## config.mk

```make
export PLATFORM = sky130hd
export DESIGN_NAME = target_io_regs
export DESIGN_NICKNAME = d
export VERILOG_FILES = /design/src/husky_pkg.sv /design/src/target_io_regs.sv
export SDC_FILE = /design/constraint.sdc
export NUM_CORES = 1
export LEC_CHECK = 0
export BUFFER_PORTS_ARGS = -buffer_cell sky130_fd_sc_hd__buf_4
export CAP_MARGIN = 20
export CORE_MARGIN = 8
export CORE_UTILIZATION = 46
export CTS_CLUSTER_SIZE = 8
export DETAILED_ROUTE_END_ITERATION = 16
export PLACE_DENSITY = 0.82
export REMOVE_ABC_BUFFERS = 1
export SYNTH_ARGS = -nofsm -noshare
export SYNTH_HDL_FRONTEND = slang
export SYNTH_SLANG_ARGS = --single-unit
```

## constraint.sdc

```tcl
create_clock -name clk_usb_buf -period 2.1 [get_ports clk_usb_buf]
set_clock_uncertainty 0.1 [all_clocks]
set_input_delay 0.42 -clock clk_usb_buf [delete_from_list [all_inputs] [get_ports clk_usb_buf]]
set_output_delay 0.42 -clock clk_usb_buf [all_outputs]
set_load 0.01 [all_outputs]
```

## src/husky_pkg.sv

```systemverilog
package husky_pkg;

   // Register bus
   localparam int unsigned REG_ADDR_W = 8;
   localparam int unsigned REG_DATA_W = 8;

   // Register map
   localparam logic [REG_ADDR_W-1:0] ADDR_ADC_READ     = 8'h03;  // FIFO data bypass
   localparam logic [REG_ADDR_W-1:0] ADDR_TARGET_CTRL  = 8'h24;
   localparam logic [REG_ADDR_W-1:0] ADDR_TARGET_OUT   = 8'h25;
   localparam logic [REG_ADDR_W-1:0] ADDR_ERROR_STATUS = 8'h26;  // Read-only and cleared by writing 1
   localparam logic [REG_ADDR_W-1:0] ADDR_LED_CTRL     = 8'h27;

   // Target control register bits
   localparam int unsigned CTRL_AVRPROG_BIT   = 0;
   localparam int unsigned CTRL_NRST_EN_BIT   = 1;
   localparam int unsigned CTRL_PDID_EN_BIT   = 2;
   localparam int unsigned CTRL_PDIC_EN_BIT   = 3;
   localparam int unsigned CTRL_POWER_OFF_BIT = 4;

   // Target output-value register bits
   localparam int unsigned OUT_NRST_BIT = 0;
   localparam int unsigned OUT_PDID_BIT = 1;
   localparam int unsigned OUT_PDIC_BIT = 2;

   // LED control register
   localparam int unsigned LED_GLITCH_BIT = 0;

   // Error sources are FIFO in bit 0, XADC in bit 1 and trace in bit 2
   localparam int unsigned ERR_W = 3;

   // Flash pattern is the counter MSB and toggles every 8 cycles
   localparam int unsigned FLASH_DIV_BITS = 4;

   // Target powered off out of reset
   localparam logic [REG_DATA_W-1:0] CTRL_RESET_VALUE = 8'h01 << CTRL_POWER_OFF_BIT;

endpackage

```

## src/target_io_regs.sv

```systemverilog
`timescale 1ns/1ps

module target_io_regs (
   input  logic                             clk_usb_buf,
   input  logic                             rst_n_i,
   input  logic [husky_pkg::REG_ADDR_W-1:0] reg_address_i,
   input  logic [husky_pkg::REG_DATA_W-1:0] write_data_i,
   input  logic                             reg_write_i,
   output logic [husky_pkg::REG_DATA_W-1:0] read_data_o,
   output logic [husky_pkg::REG_DATA_W-1:0] ctrl_o,
   output logic [husky_pkg::REG_DATA_W-1:0] out_val_o
);

   import husky_pkg::*;

   logic                  sel_ctrl;
   logic                  sel_out;
   logic                  wr_ctrl;
   logic                  wr_out;
   logic [REG_DATA_W-1:0] ctrl_q;
   logic [REG_DATA_W-1:0] out_val_q;

   // Address decode
   assign sel_ctrl = (reg_address_i == ADDR_TARGET_CTRL);
   assign sel_out  = (reg_address_i == ADDR_TARGET_OUT);

   assign wr_ctrl = reg_write_i & sel_ctrl;
   assign wr_out  = reg_write_i & sel_out;

   // Enables, AVR programming and power-off
   always_ff @(posedge clk_usb_buf) begin
      if (!rst_n_i) begin
         ctrl_q <= CTRL_RESET_VALUE;  // Power-off set
      end else if (wr_ctrl) begin
         ctrl_q <= write_data_i;
      end
   end

   // Levels for nRST, PDID and PDIC when enabled
   always_ff @(posedge clk_usb_buf) begin
      if (!rst_n_i) begin
         out_val_q <= '0;
      end else if (wr_out) begin
         out_val_q <= write_data_i;
      end
   end

   // Read-back is zero outside this bank
   always_comb begin
      read_data_o = '0;
      if (sel_ctrl) begin
         read_data_o = ctrl_q;
      end else if (sel_out) begin
         read_data_o = out_val_q;
      end
   end

   assign ctrl_o    = ctrl_q;
   assign out_val_o = out_val_q;

endmodule

```

==> results_dict.tcl <==
set metrics [dict create \
    run_status "finished, final reports clean" \
    synth_fa_ha_area_frac 0 \
    crit_slowest_cell "nor4b_4" \
    p_leak_nw 0.550 \
    peakVddDrop_uv 470 \
    worstSetupStartpointType "input pin" \
    rsz0062_at_grt "false" \
    cap_viol_max_count 0 \
    synth_cells 84 \
    finalWirelength_mm 2.05 \
    num_io_pins 43 \
    dp_hpwl_mm 1.60 \
    fmax_mhz 517 \
    synth.distinct_cells 13 \
    yosys-top-cells-count "mux2i_1, nand2_1, dfxtp_1" \
    crit_chain "buf_4 > nor4b_4 > nand2_1 > nor2_1 > buf_4" \
    viasPerCell 5.04 \
    crit_type "in -> out" \
    core_area_sq_um 1690 \
    async_flop_share 0 \
    grt_max_degree 26 \
    nets 145 \
    num_vias 710 \
    detail-route-antenna-nets 0 \
    cts_resized 0 \
    clk-insertion-delay-late_ps 270 \
    overflow 0 \
    die_area_sq_um 3330 \
    synth_edf_count 0 \
    slew_viol_final 0 \
    endpoint_kind "output pin" \
    cts.htree.levels 1 \
    drt_iter0_markers 11 \
    antennaDiodeCount 0 \
    die_w_microns 57.7 \
    hp-class "in -> reg" \
    cts_made_buffers 3 \
    clkSinkCount 16 \
    grt.busiest_layer "met2" \
    synth_top_area_share 0.401 \
    setup_viol_count_final 0 \
    ys_seq_elements 16 \
    path_common_cell "buf_4" \
    synth-seq-area-share 0.401 \
    rows 15 \
    syn_avg_cell_area_sq_um 9.52 \
    grt_use_met1 0.141 \
    synth_ff_type "dfxtp_1" \
    arrival_ps 1410 \
    hold_viol_final 0 \
    place_inst 138 \
    period_needed_ps 1930 \
    worst_slew_pin_slew_ps 290 \
    min_period_over_period 0.920 \
    syn_area_sq_um 800 \
    yosysTopAreaCell "dfxtp_1" \
    synthXorXnorAreaFrac 0 \
    cp.required_ps 1580 \
    clk_path_buf_depth 2 \
    power.density_nw_per_um2 457 \
    grt_pass1_vias 693 \
    synth_top_family_by_area "multiplexers" \
    finalSetupTns_ps 0 \
    initial_core_util 0.473 \
    drc_errors 0 \
    place_ws_ps 157 \
    grt_pass1_wl_mm 3.25 \
    area_growth_syn_to_layout_pct 39.6 \
    die_y_microns 57.7 \
    postCtsHoldBufs 0 \
    reg2reg_setup_slack_ps 1330 \
    grt.total_usage 0.123 \
    avgRoutedWirePerCell_microns 14.6 \
    synth.area.top_cells "dfxtp_1, mux2i_1, nand2_1" \
    ys_warn_count 0 \
    met2_usage 0.199 \
    antenna_found_initial 0 \
    crit_path_max_fanout 8 \
    dr.pass1.iters 4 \
    cpPeakStageDelay_ps 300 \
    synth_compound_area_frac 0 \
    gr-usage-met3 0.0508 \
    synth_mux_area_frac 0.300 \
    drive_gt1_frac 0.395 \
    whs_ps 296 \
    synth-simple-area-share 0.236 \
    instances_no_fill 141 \
    post_cts_buffers 0 \
    clkSlewWorstSetupHoldPaths_ps 90 \
    place.gp.congestion 0.744 \
    clock-root-buffer "clkbuf_4" \
    portBuffers 42 \
    final.setup.worst_slack_ps 167 \
    relSlewSlack 0.806 \
    cts_tree "done" \
]
-- layer usage --
metal,vias up,wire length (microns),part of all wire
met1,317,892,0.43
met5,-,0,0
li1,361,-,-
met2,30,953,0.46
met3,2,184,0.090
met4,0,22,0.011
-- sequential cells by signal, summed over array words and instances (netlist names) --
signal,count
ctrl_o,8
out_val_o,8
-- through the flow --
step	util	instance area, sq um	power, mW
floorplan	-	749	0.325
global placement	0.647	1090	0.364
detailed placement	0.647	1090	0.365
CTS	0.661	1120	0.512
global route	0.661	1120	0.535
finish	0.661	1120	0.510
-- layout by cell type, fill, tap and decap left out --
cell	instances
nor2_1	8
buf_4	43
nand4b_1	1
and4_4	1
mux2i_1	24
nand2_1	24
clkbuf_4	3
nor4b_4	1
nor3b_2	1
dfxtp_1	16
nor2b_1	2
-- cell families after synthesis --
family / count (synthesis)
AND/OR/NAND/NOR: 38
multiplexers: 24
buffers and inverters: 6
flip-flops: 16
-- power by group --
group | leakage, nW | switching, mW | internal (mW)
logic | 0.407 | 0.0233 | 0.0310
registers | 0.129 | 0.000289 | 0.303
clock network | 0.0138 | 0.0851 | 0.0664
total | 0.550 | 0.109 | 0.401
-- worst max-delay path: cells and delay by family --
family / cells / cell delay (ps)
simple gates: 3 / 730
buf+inv: 2 / 260
-- worst paths after layout --
check,end,start,depth (start not counted)
max,read_data_o[2],reg_address_i[1],5
min,out_val_o[4],write_data_i[4],3
max reg2reg,ctrl_o[5],ctrl_o[5],2
min reg2reg,ctrl_o[7],ctrl_o[7],2
-- cell type report --
cell class	count	area, sq um
fillers	163	573
multi-input cells	62	429
flip-flops and latches	16	320
well taps	17	21.3
clock buffers	3	22.5
repair buffers	43	323
Note: power is estimated with default switching activity, not from simulation.
