File: config.mk
export PLATFORM = sky130hd
export DESIGN_NAME = led_driver
export DESIGN_NICKNAME = d
export VERILOG_FILES = /design/src/husky_pkg.sv /design/src/led_driver.sv
export SDC_FILE = /design/constraint.sdc
export NUM_CORES = 1
export LEC_CHECK = 0
export BUFFER_PORTS_ARGS = -buffer_cell sky130_fd_sc_hd__buf_2
export CORE_AREA = 2 2 39 41
export CTS_CLUSTER_SIZE = 14
export DETAILED_ROUTE_END_ITERATION = 10
export DIE_AREA = 0 0 41 43
export REMOVE_ABC_BUFFERS = 1
export SYNTH_ARGS = -nofsm -noshare
export SYNTH_HDL_FRONTEND = slang
export SYNTH_SLANG_ARGS = --single-unit
export TNS_END_PERCENT = 30
File: constraint.sdc
create_clock -name clk_usb_buf -period 1.1 [get_ports clk_usb_buf]
set_input_delay 0.11 -clock clk_usb_buf [delete_from_list [all_inputs] [get_ports clk_usb_buf]]
set_output_delay 0.11 -clock clk_usb_buf [all_outputs]
set_load 0.005 [all_outputs]
File: src/husky_pkg.sv
package husky_pkg;

   // Register bus
   localparam int unsigned REG_ADDR_W = 8;
   localparam int unsigned REG_DATA_W = 8;

   // Register map
   localparam logic [REG_ADDR_W-1:0] ADDR_ADC_READ     = 8'h03;  // FIFO data bypass
   localparam logic [REG_ADDR_W-1:0] ADDR_TARGET_CTRL  = 8'h24;
   localparam logic [REG_ADDR_W-1:0] ADDR_TARGET_OUT   = 8'h25;
   localparam logic [REG_ADDR_W-1:0] ADDR_ERROR_STATUS = 8'h26;  // Read-only and cleared by writing 1
   localparam logic [REG_ADDR_W-1:0] ADDR_LED_CTRL     = 8'h27;

   // Target control register bits
   localparam int unsigned CTRL_AVRPROG_BIT   = 0;
   localparam int unsigned CTRL_NRST_EN_BIT   = 1;
   localparam int unsigned CTRL_PDID_EN_BIT   = 2;
   localparam int unsigned CTRL_PDIC_EN_BIT   = 3;
   localparam int unsigned CTRL_POWER_OFF_BIT = 4;

   // Target output-value register bits
   localparam int unsigned OUT_NRST_BIT = 0;
   localparam int unsigned OUT_PDID_BIT = 1;
   localparam int unsigned OUT_PDIC_BIT = 2;

   // LED control register
   localparam int unsigned LED_GLITCH_BIT = 0;

   // Error sources are FIFO in bit 0, XADC in bit 1 and trace in bit 2
   localparam int unsigned ERR_W = 3;

   // Flash pattern is the counter MSB and toggles every 8 cycles
   localparam int unsigned FLASH_DIV_BITS = 4;

   // Target powered off out of reset
   localparam logic [REG_DATA_W-1:0] CTRL_RESET_VALUE = 8'h01 << CTRL_POWER_OFF_BIT;

endpackage

File: src/led_driver.sv
`timescale 1ns/1ps

module led_driver (
   input  logic clk_usb_buf,
   input  logic rst_n_i,
   input  logic error_any_i,
   input  logic glitch_led_i,
   input  logic pll_status_i,
   input  logic led_cap_i,
   input  logic led_armed_i,
   output logic led_adc_o,
   output logic led_glitch_o,
   output logic led_cap_o,
   output logic led_armed_o
);

   import husky_pkg::*;

   logic [FLASH_DIV_BITS-1:0] flash_cnt_q;
   logic                      flash_pattern;

   // Free-running divider for the error flash
   always_ff @(posedge clk_usb_buf) begin
      if (!rst_n_i) begin
         flash_cnt_q <= '0;
      end else begin
         flash_cnt_q <= flash_cnt_q + 1'b1;
      end
   end

   assign flash_pattern = flash_cnt_q[FLASH_DIV_BITS-1];

   // Both red LEDs flash together while any error is pending
   assign led_adc_o    = error_any_i ? flash_pattern : ~pll_status_i;  // Lit on PLL unlock
   assign led_glitch_o = error_any_i ? flash_pattern : glitch_led_i;

   assign led_cap_o   = led_cap_i;
   assign led_armed_o = led_armed_i;

endmodule

==> impl_results.md <==
- CP cell instances: mux2_4 -> buf_2
- Yosys cell types: 12
- Htree depth: 1
- Post-Route WL: 279 um
- Lkg Pwr: 0.127 nW
- Pwr Total: 368 uW
- First-pass GRT wire length: 510 um
- Clk_lat worst skew: 0.23 ns
- CP bufs+invs: 1
- Synth area leaders: dfxtp_1 42%, mux2i_1 11%, buf_4 7.9%, mux2_4 7.9%, and2_1 6.6%
- Hold Fails Final Rpt: 0
- Vias in the first global route: 135
- Worst slew margin: 92.7%
- ANT nets after route: 0
- Largest registers: flash_cnt_q: 4 flops
- Max FO, Critical Path: 4
- Crit Path Class: reg -> out
- Via density: 3.29
- Worst Clk Skew: 0.00466 ns
- Top cell type's share of synthesized area: 42.4%
- CTS root buffer: clkbuf_4
- DIE HEIGHT: 43 um
- Fin Setup TNS: 0 ns
- TritonCTS clock tree: done
- Pre-CTS setup slack: 0.202 ns
- Post-synth top cells: 4 x dfxtp_1, 2 x and2_1, 2 x buf_4, 2 x mux2i_1
- Area post-placement: 224 sq um
- Final WS setup: 0.0528 ns
- Nets: 35
- Multi-input logic area: 90.1 sq um
- Worst r2r src: flash_cnt_q[0]$_SDFF_PN0_
- Hold Path Cell Cnt: 2
- RSZ-0062 raised after global routing: false
- Clock Sink Count: 4
- Global route overflow: 0
- Hold endpoint: flash_cnt_q[2]$_SDFF_PN0_
- Area of the die: 0.00176 sq mm
- Synth Instances: 18
- Reg-to-reg slack, setup: 0.21 ns
- Mapped Area: 189 sq um
- Synth Flop Type: dfxtp_1
- RR Endpoint: flash_cnt_q[2]$_SDFF_PN0_
- Layout cells sized above 1: 40.0%
- Worst setup EP type: primary output
- Post-synth top area cell: dfxtp_1
- Seq cells post-synth: 4
- First-pass iteration count of the detailed router: 1
- Filler cells: 154
- GPL Wtd Cong: 0.562
- Critical Path RT: 0.99 ns
- I/O Buffers: 6
- Worst slew pin tran: 0.106 ns
- Routed wire per std cell: 6.80 um
- Gr usage total: 4.92%
- Min-Delay Startpoint: rst_n_i
- Reg area: 80.1 sq um
- Design area: 246 sq um
- Vias: 135
- Setup Fix Bufs, Post-CTS: 0
- Die W: 41 um
- Peak Freq: 955 MHz
- Initial core utilization: 13.7%
- Post-synthesis sequential area ratio: 42.4%
- Largest reg by FF count: flash_cnt_q
- Row cnt: 14
- Power Dens Cells: 1490 mW/mm^2
- Fin crit share: 95.2%
- Synth warnings: 0
- Core Region: 0.00138 sq mm
- Most frequent cell after synthesis: dfxtp_1
- Worst r2r path cells: 3
- # DRC: 0
- CP Data Arrival Time: 0.94 ns
- CTS Buf Count: 3
- DRT iter0 DRCs: 0
- Run status: finished, final reports clean
- EDFF count, synth: 0
- Tmin final: 1.05 ns
- Post-CTS Resized: 0
- Peak supply drop: 0.000643 V
- Initial antenna violation count: 0
- Crit start category: flip-flop
- Clock Pin Slew Worst Setup and Hold Paths: 0.04 ns
- Max FFs per register: 4
- Post-synth ARST share: 0%
- Largest stage delay on the critical path: 0.33 ns
- HP Class: in -> reg
- Io pins: 11
- Max Cap Viol: 0
- Largest net degree at the start of global routing: 6
- Layout area overhead: 30.5%
- CP max stage cell: dfxtp_1
- Slew Viols, Final: 0
- Setup violators final: 0
- Cts hold-fix bufs: 0
- Max Root-Sink Buffers: 2
- Cell family contributing the most delay on the critical path: flip-flops
- ANT cells: 0
- Mean instance size in the synthesized netlist: 10.5 sq um
final cells by class:
cell class                      count  area share (%)
Tap cell                           16            8.12
Clock buffer                        3            9.14
Sequential cell                     4            32.5
Timing Repair Buffer                6            12.2
Inverter                            1            1.52
Multi-Input combinational cell     11            36.5
stage by stage:
step	cells	hold WS [ns]	util [%]
floorplan	16	0.220	-
global placement	38	0.220	16.2
detailed placement	38	0.220	16.2
CTS	41	0.137	17.8
global route	41	0.159	17.8
finish	41	0.140	17.8
worst max-delay path by stage:
| stage | start | end | depth (start not counted) |
|---|---|---|---|
| finish | flash_cnt_q[3]$_SDFF_PN0_ | led_glitch_o | 2 |
| global route | flash_cnt_q[3]$_SDFF_PN0_ | led_glitch_o | 2 |
| CTS | flash_cnt_q[3]$_SDFF_PN0_ | led_glitch_o | 2 |
| detailed placement | flash_cnt_q[0]$_SDFF_PN0_ | flash_cnt_q[2]$_SDFF_PN0_ | 3 |
| global placement | flash_cnt_q[0]$_SDFF_PN0_ | flash_cnt_q[2]$_SDFF_PN0_ | 3 |
| floorplan | flash_cnt_q[0]$_SDFF_PN0_ | flash_cnt_q[2]$_SDFF_PN0_ | 3 |
routing by layer:
layer  global-route usage [%]  up-vias  routed length [um]
met4                     2.00        0                   0
met3                     6.28        0                  49
met2                     5.00        9                 109
met1                     5.79       54                 120
met5                        0        -                   0
li1                         -       72                   -
placed cells by master, fill, tap and decap left out, drive strengths merged:
master | netlist | layout
dfxtp | 4 | 4
buf | 2 | 6
nor2b | 1 | 1
and2 | 2 | 2
mux2i | 2 | 2
nand2b | 1 | 1
nand3 | 1 | 1
inv | 1 | 1
ha | 1 | 1
mux2 | 1 | 1
xor2 | 1 | 1
nand2 | 1 | 1
clkbuf | 0 | 3
cell families (layout without fill, tap and decap cells):
| kind of cell | after synthesis | after routing | share of synthesized area (%) |
|---|---|---|---|
| XOR/XNOR | 1 | 1 | 4.64 |
| adder cells (fa/ha/maj) | 1 | 1 | 6.62 |
| buffers and inverters | 3 | 10 | 9.93 |
| flip-flops | 4 | 4 | 42.4 |
| multiplexers | 3 | 3 | 18.5 |
| AND/OR/NAND/NOR | 6 | 6 | 17.9 |
worst register-to-register path: stages, from the launching register on:
cell	delay, ns
dfxtp_1	0.31
ha_1	0.20
xor2_1	0.13
and2_1	0.14
power breakdown:
part / internal, mW / total (mW) / leakage (nW) / switching (mW)
Clock: 0.121 / 0.174 / 0.0138 / 0.0526
Sequential: 0.155 / 0.161 / 0.0329 / 0.00565
Combinational: 0.0205 / 0.0326 / 0.0805 / 0.0121
Power figures use the tool's default switching activity.
