`config.mk`:
```
export PLATFORM = sky130hd
export DESIGN_NAME = status_regs
export DESIGN_NICKNAME = d
export VERILOG_FILES = /design/src/husky_pkg.sv /design/src/status_regs.sv
export SDC_FILE = /design/constraint.sdc
export NUM_CORES = 1
export LEC_CHECK = 0
export BUFFER_PORTS_ARGS = -buffer_cell sky130_fd_sc_hd__buf_2
export CAP_MARGIN = 20
export CORE_AREA = 2 2 39 41
export CTS_CLUSTER_SIZE = 28
export DETAILED_ROUTE_END_ITERATION = 6
export DIE_AREA = 0 0 41 43
export GPL_TIMING_DRIVEN = 0
export PLACE_DENSITY = 0.87
export SETUP_SLACK_MARGIN = 0.4
export SYNTH_ARGS = -nofsm -noshare
export SYNTH_HDL_FRONTEND = slang
export SYNTH_SLANG_ARGS = --single-unit
```
`constraint.sdc`:
```
create_clock -name clk_usb_buf -period 1.7 [get_ports clk_usb_buf]
set_clock_uncertainty 0.05 [all_clocks]
set_input_delay 0.17 -clock clk_usb_buf [delete_from_list [all_inputs] [get_ports clk_usb_buf]]
set_output_delay 0.17 -clock clk_usb_buf [all_outputs]
set_load 0.03 [all_outputs]
```
`src/husky_pkg.sv`:
```
package husky_pkg;

   // Register bus
   localparam int unsigned REG_ADDR_W = 8;
   localparam int unsigned REG_DATA_W = 8;

   // Register map
   localparam logic [REG_ADDR_W-1:0] ADDR_ADC_READ     = 8'h03;  // FIFO data bypass
   localparam logic [REG_ADDR_W-1:0] ADDR_TARGET_CTRL  = 8'h24;
   localparam logic [REG_ADDR_W-1:0] ADDR_TARGET_OUT   = 8'h25;
   localparam logic [REG_ADDR_W-1:0] ADDR_ERROR_STATUS = 8'h26;  // Read-only and cleared by writing 1
   localparam logic [REG_ADDR_W-1:0] ADDR_LED_CTRL     = 8'h27;

   // Target control register bits
   localparam int unsigned CTRL_AVRPROG_BIT   = 0;
   localparam int unsigned CTRL_NRST_EN_BIT   = 1;
   localparam int unsigned CTRL_PDID_EN_BIT   = 2;
   localparam int unsigned CTRL_PDIC_EN_BIT   = 3;
   localparam int unsigned CTRL_POWER_OFF_BIT = 4;

   // Target output-value register bits
   localparam int unsigned OUT_NRST_BIT = 0;
   localparam int unsigned OUT_PDID_BIT = 1;
   localparam int unsigned OUT_PDIC_BIT = 2;

   // LED control register
   localparam int unsigned LED_GLITCH_BIT = 0;

   // Error sources are FIFO in bit 0, XADC in bit 1 and trace in bit 2
   localparam int unsigned ERR_W = 3;

   // Flash pattern is the counter MSB and toggles every 8 cycles
   localparam int unsigned FLASH_DIV_BITS = 4;

   // Target powered off out of reset
   localparam logic [REG_DATA_W-1:0] CTRL_RESET_VALUE = 8'h01 << CTRL_POWER_OFF_BIT;

endpackage

```
`src/status_regs.sv`:
```
`timescale 1ns/1ps

module status_regs (
   input  logic                             clk_usb_buf,
   input  logic                             rst_n_i,
   input  logic [husky_pkg::REG_ADDR_W-1:0] reg_address_i,
   input  logic [husky_pkg::REG_DATA_W-1:0] write_data_i,
   input  logic                             reg_write_i,
   input  logic [husky_pkg::ERR_W-1:0]      error_pulse_i,
   output logic [husky_pkg::REG_DATA_W-1:0] read_data_o,
   output logic                             error_any_o,
   output logic                             glitch_led_o
);

   import husky_pkg::*;

   logic                  sel_err;
   logic                  sel_led;
   logic [ERR_W-1:0]      err_clr;
   logic [ERR_W-1:0]      err_flags_q;
   logic [REG_DATA_W-1:0] led_ctrl_q;

   assign sel_err = (reg_address_i == ADDR_ERROR_STATUS);
   assign sel_led = (reg_address_i == ADDR_LED_CTRL);

   // Write of 1 clears the matching flag
   assign err_clr = (reg_write_i && sel_err) ? write_data_i[ERR_W-1:0] : '0;

   // Sticky flags where a new pulse beats a clear in the same cycle
   always_ff @(posedge clk_usb_buf) begin
      if (!rst_n_i) begin
         err_flags_q <= '0;
      end else begin
         err_flags_q <= (err_flags_q & ~err_clr) | error_pulse_i;
      end
   end

   always_ff @(posedge clk_usb_buf) begin
      if (!rst_n_i) begin
         led_ctrl_q <= '0;
      end else if (reg_write_i && sel_led) begin
         led_ctrl_q <= write_data_i;
      end
   end

   // Read-back
   always_comb begin
      read_data_o = '0;
      if (sel_err) begin
         read_data_o = REG_DATA_W'(err_flags_q);  // Upper bits read zero
      end else if (sel_led) begin
         read_data_o = led_ctrl_q;
      end
   end

   assign error_any_o  = |err_flags_q;
   assign glitch_led_o = led_ctrl_q[LED_GLITCH_BIT];

endmodule

```
==> run_results.csv <==
group,metric,value,unit
logic_synthesis,syn_nets,88,
finish,area.growth.synth_to_final,60.9,%
logic_synthesis,synth_seq_area_share,0.378,
die,io_pins,32,
clock_network,ctsHoldBuffers,0,
finish,stdcell_count,118,
global_route,first_global_vias,541,
pwr,intPower,0.000402,W
sta,finalSetupViolCount,0,
clock_network,cts_buffer_depth,2,
detailed_routing,first_pass_iters,4,
setup_path,critPathMaxFanout,5,
die,fp.coreArea,1380,um^2
logic_synthesis,synth_top_cell_by_area,"dfxtp_1",
pwr,fin_total_pwr,0.000538,W
min_path,hp-class,"input pin to flip-flop",
logic_synthesis,ys.warnings.count,0,
clock_network,clkTransAtPathRegs,0.06,ns
finish,num-fill-cells,106,
pwr,pwr-share-seq,0.497,
logic_synthesis,syn_inst,66,
placed_design,gp_congestion,0.718,
pwr,clkPwrFrac,0.333,
detailed_routing,num_vias,598,
sta,holdWs,0.0380,ns
sta,hold_violations,0,
run,max_cap_viol_count,0,
setup_path,cp-end-kind,"output port",
logic_synthesis,netlist_area,582,um^2
die,die_h,43,um
sta,rsz0062_at_grt,"true",
sta,fin_crit,1.34,ns
pwr,p_sw,0.000136,W
detailed_routing,drtIter0Drc,12,
status,run_status,"finished, final reports clean",
logic_synthesis,ys_top_cells_by_count,"nand2_1, dfxtp_1, mux2i_1, and2_1",
global_route,overflow,0,
setup_path,startpoint,"reg_address_i[7]",
clock_network,clockRootBuffer,"clkbuf_4",
die,rows,14,
logic_synthesis,ys_types,17,
setup_path,worstPathArrival,1.12,ns
global_route,antenna_found_initial,0,
global_route,grt_pass1_wl,2.17,mm
min_path,holdCritStartpoint,"write_data_i[2]",
clock_network,cts_tree,"done",
placed_design,dpl.hpwl,943,um
global_route,grt_use_total,0.191,
die,dieArea,1760,um^2
logic_synthesis,synth.top_cells.by_area,"dfxtp_1, mux2i_1, nand2_1, and2_1, nor4b_4",
sta,period_share,0.789,
finish,finalNetCount,125,
finish,multi_input_area,402,um^2
setup_path,cp-start-kind,"input pin",
placed_design,port_buffers,29,
logic_synthesis,synthArstFlopShare,0,
pwr,pwr-share-comb,0.169,
logic_synthesis,yosysTopAreaCellShare,0.378,
global_route,grt_max_degree,11,
setup_path,crit_type,"input pin to output port",
detailed_routing,drtAntennaViolNets,0,
die,die_width,41,um
sta,slew_viol_final,0,
pwr,p_sw_frac,0.253,
clock_network,cts_max_level,1,
finish,diodes,0,
finish,seq_area,223,um^2
clock_network,clock-sinks,11,
setup_path,worstPathRequired,1.48,ns
logic_synthesis,yosysMostFrequentCell,"nand2_1",
sta,fmax,745,MHz
logic_synthesis,synth_edf_count,0,
die,start_util,0.420,
pwr,vdd_drop_max,0.000496,V
detailed_routing,routedWlPerCell,13.0,um
sta,max_slew_margin,0.732,
detailed_routing,drc,0,
sta,worst_slew_pin_slew,0.402,ns
clock_network,clk_latency,0.27,ns
placed_design,dp_cells,111,
finish,drive_above_1_share,0.529,
detailed_routing,routed_wl,1.54,mm
logic_synthesis,yosys_register_bits,11,
logic_synthesis,syn_avg_cell_area,8.82,um^2
setup_path,r2r-start,"err_flags_q[2]$_SDFF_PN0_",
detailed_routing,vias_per_cell,5.07,
pwr,powerDensity,575,nW/um^2
sta,setup_tns,0,ns
logic_synthesis,synth_top_flop_cell,"dfxtp_1",
pwr,p_leak,0.483,nW
clock_network,cts_inserted_buffers,3,
worst max-delay path: stages:
cell and delay, ns:
buf_6 0.10, nor4b_4 0.30, and4_4 0.30, and2_4 0.14, buf_6 0.12
sequential cells by signal (all words and copies together) (netlist names):
name / count
led_ctrl_q: 8
err_flags_q: 3
routing by layer:
layer / vias to the layer above / global-route usage / part of all wire
li1: 297 / - / -
met1: 269 / 0.201 / 0.36
met2: 28 / 0.316 / 0.54
met4: 0 / 0.140 / 0.029
met3: 4 / 0.0314 / 0.066
met5: - / 0 / 0
cell usage in the layout, fill, tap and decap left out:
master    synthesis  final
nor2_4            0      3
mux2i_1          11      9
and2_4            0      5
clkbuf_4          0      3
mux2i_4           0      1
buf_4             0      2
mux2i_2           0      1
buf_2             2     20
buf_6             0     12
inv_1             3      3
clkbuf_1          1      2
and4b_1           1      1
nand2_1          17     16
nand2_4           0      1
dfxtp_2           0      2
a31oi_1           3      3
and4_4            0      1
nor4b_4           1      1
o21ai_0           3      3
dfxtp_1          11      9
and3b_1           1      1
nor2b_1           1      1
or3_4             0      1
nand4_4           1      1
power by group through the flow:
stage | logic [W] | registers (W) | clock network (W)
CTS | 0.0000809 | 0.000267 | 0.000183
floorplan | 0.0000350 | 0.000271 | 0
global placement | 0.0000663 | 0.000272 | 0
global route | 0.0000988 | 0.000269 | 0.000198
finish | 0.0000912 | 0.000268 | 0.000179
detailed placement | 0.0000677 | 0.000272 | 0
worst paths after layout:
path	end	slack (ns)	cells after the start
max	read_data_o[4]	0.36	5
min	err_flags_q[2]$_SDFF_PN0_	0.04	2
max reg2reg	err_flags_q[2]$_SDFF_PN0_	0.89	3
min reg2reg	led_ctrl_q[6]$_SDFFE_PN0P_	0.41	2
per-stage QoR:
stage	setup slack, ns	instance area [um^2]	util
3_5_place_dp	0.141	753	0.544
6_report	0.358	936	0.676
4_1_cts	0.349	873	0.631
3_3_place_gp	0.155	753	0.544
2_1_floorplan	0.391	588	-
5_1_grt	0.309	936	0.676
cell families after synthesis:
logic type	count (synthesis)	synth area share
buffers and inverters	6	0.0430
multiplexers	11	0.189
AND/OR/NAND/NOR	32	0.331
AO/OA/AOI/OAI	6	0.0581
flip-flops	11	0.378
cell type report:
type	instances	area share
sequential	11	0.238
tap	16	0.0214
clock buffer	4	0.0281
inverter	3	0.0120
timing repair buffer	32	0.257
multi-input combinational	49	0.429
buffer	3	0.0147
what timing repair did:
item,CTS,global route
gates resized for setup,25,17
pin swaps,9,5
gates cloned,0,0
setup endpoints to repair,9,9
buffers inserted,3,0
Note: power is estimated with default switching activity, not from simulation.
