## src/husky_pkg.sv

```systemverilog
package husky_pkg;

   // Register bus
   localparam int unsigned REG_ADDR_W = 8;
   localparam int unsigned REG_DATA_W = 8;

   // Register map
   localparam logic [REG_ADDR_W-1:0] ADDR_ADC_READ     = 8'h03;  // FIFO data bypass
   localparam logic [REG_ADDR_W-1:0] ADDR_TARGET_CTRL  = 8'h24;
   localparam logic [REG_ADDR_W-1:0] ADDR_TARGET_OUT   = 8'h25;
   localparam logic [REG_ADDR_W-1:0] ADDR_ERROR_STATUS = 8'h26;  // Read-only and cleared by writing 1
   localparam logic [REG_ADDR_W-1:0] ADDR_LED_CTRL     = 8'h27;

   // Target control register bits
   localparam int unsigned CTRL_AVRPROG_BIT   = 0;
   localparam int unsigned CTRL_NRST_EN_BIT   = 1;
   localparam int unsigned CTRL_PDID_EN_BIT   = 2;
   localparam int unsigned CTRL_PDIC_EN_BIT   = 3;
   localparam int unsigned CTRL_POWER_OFF_BIT = 4;

   // Target output-value register bits
   localparam int unsigned OUT_NRST_BIT = 0;
   localparam int unsigned OUT_PDID_BIT = 1;
   localparam int unsigned OUT_PDIC_BIT = 2;

   // LED control register
   localparam int unsigned LED_GLITCH_BIT = 0;

   // Error sources are FIFO in bit 0, XADC in bit 1 and trace in bit 2
   localparam int unsigned ERR_W = 3;

   // Flash pattern is the counter MSB and toggles every 8 cycles
   localparam int unsigned FLASH_DIV_BITS = 4;

   // Target powered off out of reset
   localparam logic [REG_DATA_W-1:0] CTRL_RESET_VALUE = 8'h01 << CTRL_POWER_OFF_BIT;

endpackage

```

## src/read_combine.sv

```systemverilog
`timescale 1ns/1ps

module read_combine (
   input  logic                             clk_usb_buf,
   input  logic                             rst_n_i,
   input  logic [husky_pkg::REG_ADDR_W-1:0] reg_address_i,
   input  logic [husky_pkg::REG_DATA_W-1:0] target_rdata_i,
   input  logic [husky_pkg::REG_DATA_W-1:0] status_rdata_i,
   input  logic [husky_pkg::REG_DATA_W-1:0] fifo_dout_i,
   output logic [husky_pkg::REG_DATA_W-1:0] read_data_o
);

   import husky_pkg::*;

   logic [REG_DATA_W-1:0] rdata_q;

   // Banks drive zero when not addressed so a plain OR merges them
   always_ff @(posedge clk_usb_buf) begin
      if (!rst_n_i) begin
         rdata_q <= '0;
      end else begin
         rdata_q <= target_rdata_i | status_rdata_i;
      end
   end

   // Sample FIFO data bypasses the register stage
   assign read_data_o = (reg_address_i == ADDR_ADC_READ) ? fifo_dout_i : rdata_q;

endmodule

```

## config.mk

```make
export PLATFORM = sky130hd
export DESIGN_NAME = read_combine
export DESIGN_NICKNAME = d
export VERILOG_FILES = /design/src/husky_pkg.sv /design/src/read_combine.sv
export SDC_FILE = /design/constraint.sdc
export NUM_CORES = 1
export LEC_CHECK = 0
export ABC_CLOCK_PERIOD_IN_PS = 2000
export BUFFER_PORTS_ARGS = -buffer_cell sky130_fd_sc_hd__buf_2
export CAP_MARGIN = 20
export CORE_AREA = 2 2 39 41
export CTS_CLUSTER_DIAMETER = 150
export CTS_CLUSTER_SIZE = 24
export DETAILED_ROUTE_END_ITERATION = 10
export DIE_AREA = 0 0 41 43
export GPL_ROUTABILITY_DRIVEN = 0
export PLACE_DENSITY_LB_ADDON = 0.15
export SLEW_MARGIN = 20
export SYNTH_ARGS = -nofsm -noshare
export SYNTH_HDL_FRONTEND = slang
export SYNTH_SLANG_ARGS = --single-unit
```

## constraint.sdc

```tcl
create_clock -name clk_usb_buf -period 2 [get_ports clk_usb_buf]
set_input_delay 0.3 -clock clk_usb_buf [delete_from_list [all_inputs] [get_ports clk_usb_buf]]
set_output_delay 0.3 -clock clk_usb_buf [all_outputs]
set_load 0.05 [all_outputs]
```

==> summary.md, run 1 <==
The Yosys step of the flow raised 0 warnings. The DRC violation count after routing was 0; the power per standard cell area was 673 mW/mm2. Summed over its instances, the top area cell type makes up 46.7% of the synthesized netlist area. The via count of the first global-routing pass came out at 351. Slowest library cell on the worst path: sky130_fd_sc_hd__mux2_2.

The logs give 11.6% for the combined global-route utilization of all metal layers and 0 for the count of pins over their slew limit. Setup repair after global routing left no endpoint under its margin. The average instance in the mapped netlist occupies 12.2 um2. The number of maximum-capacitance violations was 0. The run finished with clean final reports. Dividing the detail-routed wire length by the instance count gives 9.66 um.

On the critical path the largest part of the delay comes from simple AND/OR/NAND/NOR gates. CTS placed an instance of sky130_fd_sc_hd__clkbuf_4 at the clock tree root. The worst-case clock buffer depth was 2; the minimum clock period was 1.85 ns.

Cells fill 42.4% of the core in the end. Of the cells placed in the final design, the portion with a size suffix greater than 1 is 76.1%. The number of vias per cell after detailed routing works out to 4.39.

For this design, the CTS-stage hold fixing added 0 buffers. The critical path goes through buf_2 -> nor4_2 -> nand4_2 -> mux2_2 -> buf_2. Initial antenna violation count: 0. In the final layout, the registers with the most flip-flops are rdata_q: 8 flops. Detailed placement ended at an HPWL of 672 um. Across all layers, the routed design uses 382 vias.

The run gives 0 as the number of diodes added for antenna fixing. The number of design-rule violations left by the first detailed-router iteration came out at 0. Counting stages on the worst path, the most repeated cell is sky130_fd_sc_hd__buf_2.

Setup violations remaining at the end of the flow were counted as 0. For the aggregate negative setup slack, the log shows 0 ns. For this run, the post-layout net count is 107. Cell accounting for the most synthesized area: sky130_fd_sc_hd__dfxtp_1. Register bit count reported by yosys: 8. In this run the remaining antenna-violating nets after routing total 0. The data required time of the critical path is 1.70 ns, and the layout overhead on the synthesized area is 71.2%.

The y dimension of the die was 43 um. The startpoint kind of the worst setup timing path is a primary input. The final critical path takes up 92.6% of the cycle. In this run, CTS created clock tree buffers numbering 3. The tree built by TritonCTS fans out to 8 sinks.

The run gives 142 as the number of fill cells. Entering global routing, the biggest net connects 9 pins. In this design, the stage delay of the slowest critical-path cell is 0.35 ns. Once the clock tree was built, the setup fixing pass inserted 0 buffers.

The remaining max-slew budget at the tightest pin is 81.4%. The standard cell core area was 0.00138 mm2. For the cell area after technology mapping, the log shows 343 um2. The register with the most flip-flops in the layout has 8 of them. Global-route wire length before repair: 1320 um. The sequential share of the synthesized area came out at 46.7%. For the smallest setup slack after layout, the log shows 0.147 ns. The worst setup path is of the primary input to output pin kind. The tools report the final hold violation count as 0.

The path type of the worst min-delay path is primary input to flip-flop. Across the VDD grid, the largest voltage drop is 0.271 mV. The number of nets handed over by synthesis was 62.

The minimum hold slack was 0.244 ns. Ranked by flip-flop count, first place goes to rdata_q. For this design the top-level I/O count stands at 42.

In the post-synthesis netlist, the biggest area contributors are sky130_fd_sc_hd__dfxtp_1, sky130_fd_sc_hd__mux2_2, sky130_fd_sc_hd__o21a_1, sky130_fd_sc_hd__nand4_2, sky130_fd_sc_hd__nor4_2. For this configuration, the core starts out at a cell density of 24.8%. The run gives 0.00176 mm2 as the die footprint. For the number of H-tree levels, the log shows 1. Summed over all cells, the static leakage comes to 0.000317 uW.

Power after layout: 395 uW. After floorplanning, the core was divided into 14 placement rows. TritonCTS built the clock tree.

The number of search-and-repair iterations in the first detailed-routing pass came out at 1. For this run, the top clock speed supported by timing is 0.540 GHz. Synthesized instance count: 28. The run gives 0 as the total congestion overflow. STA classifies the critical path endpoint as an output pin.

Post-place setup slack: 0.106 ns. Sum of routed wire length over all layers: 840 um. In this run the worst path has a maximum fanout of 8.

The number of buffer and inverter instances along the worst setup path is 2, and the transition time of the tightest slew-check pin is 0.278 ns. The run gives 0 as the count of cells resized by post-cts repair. STA puts the critical path data arrival time at 1.55 ns. In this run, distinct cell masters in the synthesized netlist total 7. The die boundary width is 41 um. Input and output buffers added on the ports amount to 41.

Clock-pin slew of the registers on the worst-case setup and hold paths: 0.05 ns.
## cell type report
type                    count  area (um2)  share of cell area (%)
flip-flops and latches      8         160                    27.3
clock buffers               3        22.5                    3.84
repair buffers             41         205                    35.0
well taps                  16        20.0                    3.41
multi-input cells          19         179                    30.5
## Yosys cell counts
master and instances:
sky130_fd_sc_hd__nor4_2 1, sky130_fd_sc_hd__o21a_1 8, sky130_fd_sc_hd__dfxtp_1 8, sky130_fd_sc_hd__nor2_1 1, sky130_fd_sc_hd__nand4_2 1, sky130_fd_sc_hd__mux2_2 8, sky130_fd_sc_hd__clkbuf_1 1
## kinds of logic (layout without fill, tap and decap cells)
group	count (synthesis)	after routing	share of synthesized area, %
AOI/OAI and AO/OA	8	8	17.5
and+or+nand+nor	3	3	8.39
buffers and inverters	1	44	1.09
DFF	8	8	46.7
muxes	8	8	26.3
## metrics by stage
step | instance area (um2) | cells
2_1_floorplan | 343 | 28
6_report | 587 | 87
4_1_cts | 587 | 87
5_1_grt | 587 | 87
3_5_place_dp | 564 | 84
3_3_place_gp | 564 | 84
## layout by cell type (no fill, tap or decap), drive strengths merged
cell type and count:
o21a 8, nand4 1, buf 41, nor2 1
clkbuf 3, dfxtp 8, mux2 8, nor4 1
## power by group
| part | internal (uW) | switching [uW] | total (uW) |
|---|---|---|---|
| Clock | 68.4 | 51.1 | 120 |
| Combinational | 44.0 | 58.6 | 103 |
| Sequential | 170 | 2.25 | 173 |
## final timing paths
path | slack, ns | endpoint | startpoint | depth (start not counted)
worst min-delay path | 0.24 | rdata_q[3] | target_rdata_i[3] | 2
worst max-delay path | 0.15 | read_data_o[4] | reg_address_i[7] | 5
## routing by layer
| metal | vias up | part of all wire (%) | wire [um] | global-route usage, % |
|---|---|---|---|---|
| met5 | - | 0 | 0 | 0 |
| met1 | 161 | 36 | 299 | 13.0 |
| met3 | 2 | 15 | 125 | 4.71 |
| li1 | 191 | - | - | - |
| met4 | 0 | 0.71 | 6 | 8.00 |
| met2 | 28 | 49 | 408 | 16.9 |
(Power assumes the default switching activity.)
==> run 2: changes to the inputs <==
--- a/config.mk
+++ b/config.mk
@@ -14,7 +14,7 @@
 export DETAILED_ROUTE_END_ITERATION = 10
 export DIE_AREA = 0 0 41 43
 export GPL_ROUTABILITY_DRIVEN = 0
-export PLACE_DENSITY_LB_ADDON = 0.15
+export PLACE_DENSITY = 0.7
 export SLEW_MARGIN = 20
 export SYNTH_ARGS = -nofsm -noshare
 export SYNTH_HDL_FRONTEND = slang
==> run 2 against run 1 <==
First-iteration DRC count unchanged. Flip-flop and latch count unchanged. Utilization unchanged. Total power increased by 0.18%. Hold slack improved by 0.0040 ns. Largest power group unchanged. Via count increased by 0.52%. Sequential share of layout area unchanged. Non-clock buffer count unchanged.
==> summary.md, run 2 (synthesized netlist as in run 1, its figures left out) <==
For the share of total power in combinational logic, the log shows 26.1%. The final hold violation count was 0; the count of port buffers added during placement was 41. The largest registers in the layout are rdata_q: 8 flops.

The run gives 0.285 mV as the peak supply drop. The tools report the sum of routed wire length over all layers as 850 um. For this design, the slowest cell found on the critical path is sky130_fd_sc_hd__mux2_2. The layout has 147 filler cells. Buffers added to address setup during post-CTS repair amount to 0.

The internal portion of the total power is 283 uW. The tools report the global-route wire length before repair as 1200 um. The transition time of the tightest slew-check pin is 0.285 ns, and the aggregate negative setup slack is 0 ns. After detailed routing, the number of remaining DRC violations is 0. The cell sitting at the root of the clock tree is a sky130_fd_sc_hd__clkbuf_4. The min-delay analysis places its worst path in the category primary input to flip-flop. After clock tree synthesis, the clock-pin slew on the worst setup and hold paths is 0.05 ns.

Across every metal layer, demand over resource in global routing totals 10.4%. In this run, post-CTS repair resized a total of 0 instances. The placed standard-cell area is 564 um2, and the number of search-and-repair iterations in the first detailed-routing pass is 1. The peak fanout along the critical path was 8. Summing all non-filler instances in the final layout gives an area of 587 um2.

The die is 43 um tall. HPWL reported at the end of detailed placement: 728 um. In this run the remaining antenna-violating nets after routing total 0. In the final routed layout, each cell accounts on average for 9.77 um. The signal on the critical path passes through buf_2 -> nor4_2 -> nand4_2 -> mux2_2 -> buf_2.

The tools report the endpoint kind of the worst setup timing path as an output pin. TritonCTS built the clock tree. The minimum clock period is 1.84 ns. The tools report the startpoint kind of the worst setup timing path as a primary input. The tools report the number of diodes added for antenna fixing as 0.

The initial antenna violation count was 0; the setup-violating endpoint count in the final report was 0. The critical path contains buffers and inverters numbering 2 combined. The logs give 113 uW for the power spent charging and discharging nets and 14 for the number of core rows. The flip-flop count of the largest register, all copies and words added is 8.

The register with the highest flop count was rdata_q. Dividing total power by cell area gives a power density of 674 mW/mm2. Setup repair after global routing left no endpoint under its margin. The flow ran to the end, and the final reports show no timing, DRC or antenna violations. The logs give 0 for the count of pins over their slew limit and 0.248 ns for the minimum hold slack. Leading cell type in the layout, fill and taps excluded: sky130_fd_sc_hd__buf_2. STA puts the critical path data arrival time at 1.54 ns. The run gives 0 as the number of design-rule violations left by the first detailed-router iteration.

During I/O placement, the number of pins put on the boundary was 42. Sequential cells burn 43.5% of the power. The die covers 0.00176 mm2. Cells fill 42.4% of the core in the end. In the finished design, the share of the clock period the worst path needs comes to 92.2%. The standby leakage power came out at 0.000317 uW. Of the total power, the clock network draws 30.4%. Measured against its own limit, the worst slew margin works out to 81.0%. The kind of cell with the highest combined delay along the critical path is simple AND/OR/NAND/NOR gates. Number of vias per cell after detailed routing: 4.41. The number of maximum-capacitance violations was 0; the final net count was 107.

The TritonCTS sink count is 8. Summing all multi-input logic gate instances after layout gives 179 um2. Detailed routing inserted a total of 384 vias. Share of cells above drive strength 1: 76.1%. The number of placed instances, taps included, is 84. For this run, the slowest stage of the critical path takes 0.35 ns.

The finished layout holds 87 standard cells, fillers aside. STA puts the critical path data required time at 1.70 ns. Relative to the synthesized area, the layout overhead comes to 71.2%. In the layout the commonest cells are sky130_fd_sc_hd__buf_2, sky130_fd_sc_hd__mux2_2, sky130_fd_sc_hd__o21a_1, sky130_fd_sc_hd__dfxtp_1, sky130_fd_sc_hd__clkbuf_4. Buffers inserted to repair hold after CTS numbered 0. The run gives 160 um2 as the area taken by flip-flops and latches. The share of total power consumed by net switching was 28.5%; the largest net degree at the start of global routing was 9. The critical setup path kind was primary input to output pin. Achievable clock frequency: 0.542 GHz. The worst-case clock buffer depth came out at 2.

The die boundary width works out to 41 um. The total overflow left after global routing is 0. The number of H-tree levels is 1, and the starting utilization of the core area is 24.8%. The logs give 337 for the via count of the first global-routing pass and 3 for the number of CTS-inserted buffers.

Counting stages on the worst path, the most repeated cell is sky130_fd_sc_hd__buf_2. The floorplan step defined a core boundary enclosing 0.00138 mm2.
[run 2: cell counts in the layout (fill, tap and decap cells not counted)]
Identical to the previous run, type by type.
[run 2: worst paths after layout]
check  cells past startpoint              to         startpoint  slack, ns
max                        5  read_data_o[4]   reg_address_i[7]       0.16
min                        2      rdata_q[7]  target_rdata_i[7]       0.25
[run 2: power by group through the flow]
stage	sequential [uW]	combinational, uW	clock [uW]
3_3_place_gp	175	102	0
4_1_cts	172	104	125
2_1_floorplan	175	61.4	0
6_report	172	103	120
3_5_place_dp	176	104	0
5_1_grt	173	112	129
[run 2: through the flow]
step	setup slack [ns]	total power, uW
2_1_floorplan	0.438	236
3_3_place_gp	0.132	278
3_5_place_dp	0.119	280
4_1_cts	0.110	402
5_1_grt	0.0223	415
6_report	0.156	395
[run 2: per-layer routing]
layer / up-vias / share of wire [%] / track usage [%]
li1: 190 / - / -
met1: 167 / 34 / 8.44
met2: 27 / 51 / 20.3
met3: 0 / 15 / 3.14
met4: 0 / 0 / 4.00
met5: - / 0 / 0
[run 2: layout make-up]
class / count / share of cell area (%)
timing repair buffer: 41 / 35.0
multi-input combinational: 19 / 30.5
sequential: 8 / 27.3
clock buffer: 3 / 3.84
tap: 16 / 3.41
==> run 3: changes to the inputs <==
--- a/config.mk
+++ b/config.mk
@@ -5,6 +5,7 @@
 export SDC_FILE = /design/constraint.sdc
 export NUM_CORES = 1
 export LEC_CHECK = 0
+export ABC_AREA = 1
 export ABC_CLOCK_PERIOD_IN_PS = 2000
 export BUFFER_PORTS_ARGS = -buffer_cell sky130_fd_sc_hd__buf_2
 export CAP_MARGIN = 20
@@ -14,7 +15,7 @@
 export DETAILED_ROUTE_END_ITERATION = 10
 export DIE_AREA = 0 0 41 43
 export GPL_ROUTABILITY_DRIVEN = 0
-export PLACE_DENSITY = 0.7
+export PLACE_DENSITY = 0.77
 export SLEW_MARGIN = 20
 export SYNTH_ARGS = -nofsm -noshare
 export SYNTH_HDL_FRONTEND = slang
==> run 3 against run 2 <==
Count of clock-buffer cells in the layout unchanged. Highest routed layer unchanged. Cell area increased by 16%. Synthesized cell count increased by 120%. Sequential share of layout area decreased by 3.8 points. Non-clock buffer count unchanged. Hold slack improved by 0.0090 ns. Clock power decreased by 6%. Critical path type unchanged. Routed wire length decreased by 0.59%.
==> summary.md, run 3 <==
The flow ran to the end, and the final reports show no timing, DRC or antenna violations. The critical setup path kind was primary input to output pin. The tools report the number of H-tree levels as 1.

Data on the critical path arrives at its endpoint at 1.11 ns. The number of nets handed over by synthesis was 96. The tools report the setup-violating endpoint count in the final report as 0. The synthesized netlist contains 9 unique library cells. The root buffer cell chosen for the clock tree is sky130_fd_sc_hd__clkbuf_4.

The path type of the worst min-delay path is primary input to flip-flop. The achievable clock frequency is 0.711 GHz. The count of flip-flops with a built-in enable after synthesis was 0. Sorting the synthesized cells by area gives the leading types as sky130_fd_sc_hd__dfxtp_1, sky130_fd_sc_hd__nand2_1, sky130_fd_sc_hd__nor2_1, sky130_fd_sc_hd__nand3_1, sky130_fd_sc_hd__nor2_8. The run gives 0.000449 uW as the standby leakage power.

In the finished design, the share of the clock period the worst path needs comes to 70.3%. STA puts the critical path data required time at 1.70 ns. The tools report the share of total power in combinational logic as 29.4%. In the layout the commonest cells are sky130_fd_sc_hd__buf_2, sky130_fd_sc_hd__nand2_1, sky130_fd_sc_hd__nor2_1, sky130_fd_sc_hd__nand3_1, sky130_fd_sc_hd__dfxtp_1.

Yosys printed 0 warnings. The first detailed-routing pass ran for 3 iterations. Synthesis produced a netlist whose cell count is 62. The die is 41 um wide. rdata_q holds more flip-flops than any other register.

The number of antenna diodes in the final layout is 0. The tools report the standard cell core area as 0.00138 mm2. Leading register cell type out of synthesis: sky130_fd_sc_hd__dfxtp_1. 42 I/O pins were placed. The peak fanout along the critical path works out to 9.

The peak supply drop is 0.298 mV, and the register bit count reported by yosys is 8. In the final layout, the registers with the most flip-flops are rdata_q: 8 flops. The average instance area after synthesis was 6.98 um2. The total congestion overflow is 0, and the post-detailed-route wirelength per cell is 6.93 um.

The remaining max-slew budget at the tightest pin was 83.2%; the transition time of the tightest slew-check pin was 0.253 ns. No sink is reached through more buffers than the 2 on the longest clock path. STA classifies the critical path startpoint as a primary input.

The via count of the first global-routing pass is 392. The register with the most flip-flops in the layout has 8 of them. The number of vias per cell after detailed routing works out to 3.91. The tools report the quantity of hold-fixing buffers added after cts as 0.

Once the floorplan was initialized, standard cells occupied 31.3% of the core. Input and output buffers added on the ports amount to 41. Buffers added to address setup during post-CTS repair amount to 0. The combined global-route utilization of all metal layers is 10.9%, and the clock share of power is 27.9%. STA classifies the critical path endpoint as an output pin. Row generation in the floorplan step produced 14 rows. The sequential share of power is 42.7%.

For the final routed database, the setup TNS stands at 0 ns. For the final net count, the log shows 142. Relative to the synthesized area, the layout overhead comes to 57.2%. The power spent charging and discharging nets is 122 uW, and the DRC violation count after routing is 0. The share of cells above drive strength 1 works out to 50.9%. Summing over every cut layer, the via total after detailed routing is 477. TritonCTS built the clock tree. The sum of routed wire length over all layers is 845 um, and the remaining antenna violation count after routing is 0. The biggest area contributor in the post-synthesis netlist is sky130_fd_sc_hd__dfxtp_1. The power per standard cell area works out to 594 mW/mm2. The area taken by flip-flops and latches came out at 160 um2.

The first global-routing pass estimated 1280 um of wire. The leading cell type in the layout, fill and taps excluded is sky130_fd_sc_hd__buf_2. Entering global routing, the biggest net connects 10 pins. Net switching is 30.3% of the power. The initial antenna violation count was 0; the area fraction of the dominant cell type after synthesis was 37.0%. Summing the sequential cell areas from Yosys gives 37.0% of the chip area. In this run, placement finished with an instance count of 119. The tool flagged a number of max-cap violations equal to 0. The multi-input combinational cells in the finished layout cover a total of 246 um2. For the count of non-filler cells in the finished layout, the log shows 122. The number of gates resized after CTS was 0. The die footprint is 0.00176 mm2. Counting the fill cells in the layout gives 133.

The die is 43 um tall. Counting instances in the post-synthesis netlist gives the leading cell types as sky130_fd_sc_hd__nand2_1, sky130_fd_sc_hd__nor2_1, sky130_fd_sc_hd__dfxtp_1, sky130_fd_sc_hd__nand3_1, sky130_fd_sc_hd__inv_1. Setup repair after global routing left no endpoint under its margin. The tools report the cell area after technology mapping as 433 um2. The clock-pin slew of the registers on the worst-case setup and hold paths works out to 0.05 ns. Cell internal power dissipation: 282 uW. Async set or reset register ratio after synthesis: 0%.

The TritonCTS sink count is 8, and the final hold violation count is 0. The run gives 0 as the count of pins over their slew limit. The number of clock buffers added by TritonCTS is 3.

In this run, the number of DRC markers left after iteration 0 of detailed routing was 2. The minimum clock period came out at 1.41 ns.
[run 3: cell types whose count changed after synthesis, sizes merged]
cell / change
inv: +7
nor4: -1
o21a: -8
clkbuf: -1
nand4: -1
mux2: -8
nor2: +17
nand2: +21
nand3: +8
[run 3: path summary, 6_finish.rpt]
check	startpoint	endpoint	slack, ns	depth (start not counted)
worst max-delay path	reg_address_i[5]	read_data_o[1]	0.59	7
worst min-delay path	target_rdata_i[6]	rdata_q[6]	0.26	3
[run 3: final cells by class]
class                      instances  share of cell area (%)
tap                               16                    2.94
clock buffer                       3                    3.31
multi-input combinational         47                    36.2
sequential                         8                    23.5
timing repair buffer              41                    30.1
inverter                           7                    3.86
[run 3: kinds of logic (layout without fill, tap and decap cells)]
| kind of cell | count (synthesis) | in the layout | share of synthesized area [%] |
|---|---|---|---|
| buffers and inverters | 7 | 51 | 6.07 |
| DFF | 8 | 8 | 37.0 |
| and+or+nand+nor | 47 | 47 | 56.9 |
[run 3: metrics by stage]
stage               hold slack, ns  total power (uW)  area, um2  util [%]  setup slack, ns
global route                 0.262               427        681      49.2            0.507
detailed placement           0.507               296        658      47.6            0.592
finish                       0.257               405        681      49.2            0.593
CTS                          0.245               415        681      49.2            0.588
floorplan                    0.416               250        433         -            0.696
global placement             0.506               294        658      47.6            0.585
[run 3: routing by layer]
metal / track usage (%) / up-vias / share of wire (%)
li1: - / 275 / -
met1: 10.7 / 175 / 33
met2: 17.8 / 27 / 54
met3: 1.57 / 0 / 13
met4: 10.0 / 0 / 0
met5: 0 / - / 0
[run 3: power groups by stage]
stage / Combinational [uW] / Sequential, uW / Clock (uW)
global placement: 118 / 176 / 0
global route: 130 / 173 / 124
finish: 119 / 173 / 113
CTS: 120 / 173 / 122
detailed placement: 120 / 176 / 0
floorplan: 74.8 / 176 / 0
[run 3: worst max-delay path, cell delays in order]
cell and delay (ns):
sky130_fd_sc_hd__buf_2 0.09, sky130_fd_sc_hd__inv_1 0.08, sky130_fd_sc_hd__nand2_4 0.07, sky130_fd_sc_hd__nor2_8 0.14, sky130_fd_sc_hd__nand3_1 0.09, sky130_fd_sc_hd__nand2_1 0.08
sky130_fd_sc_hd__buf_2 0.26
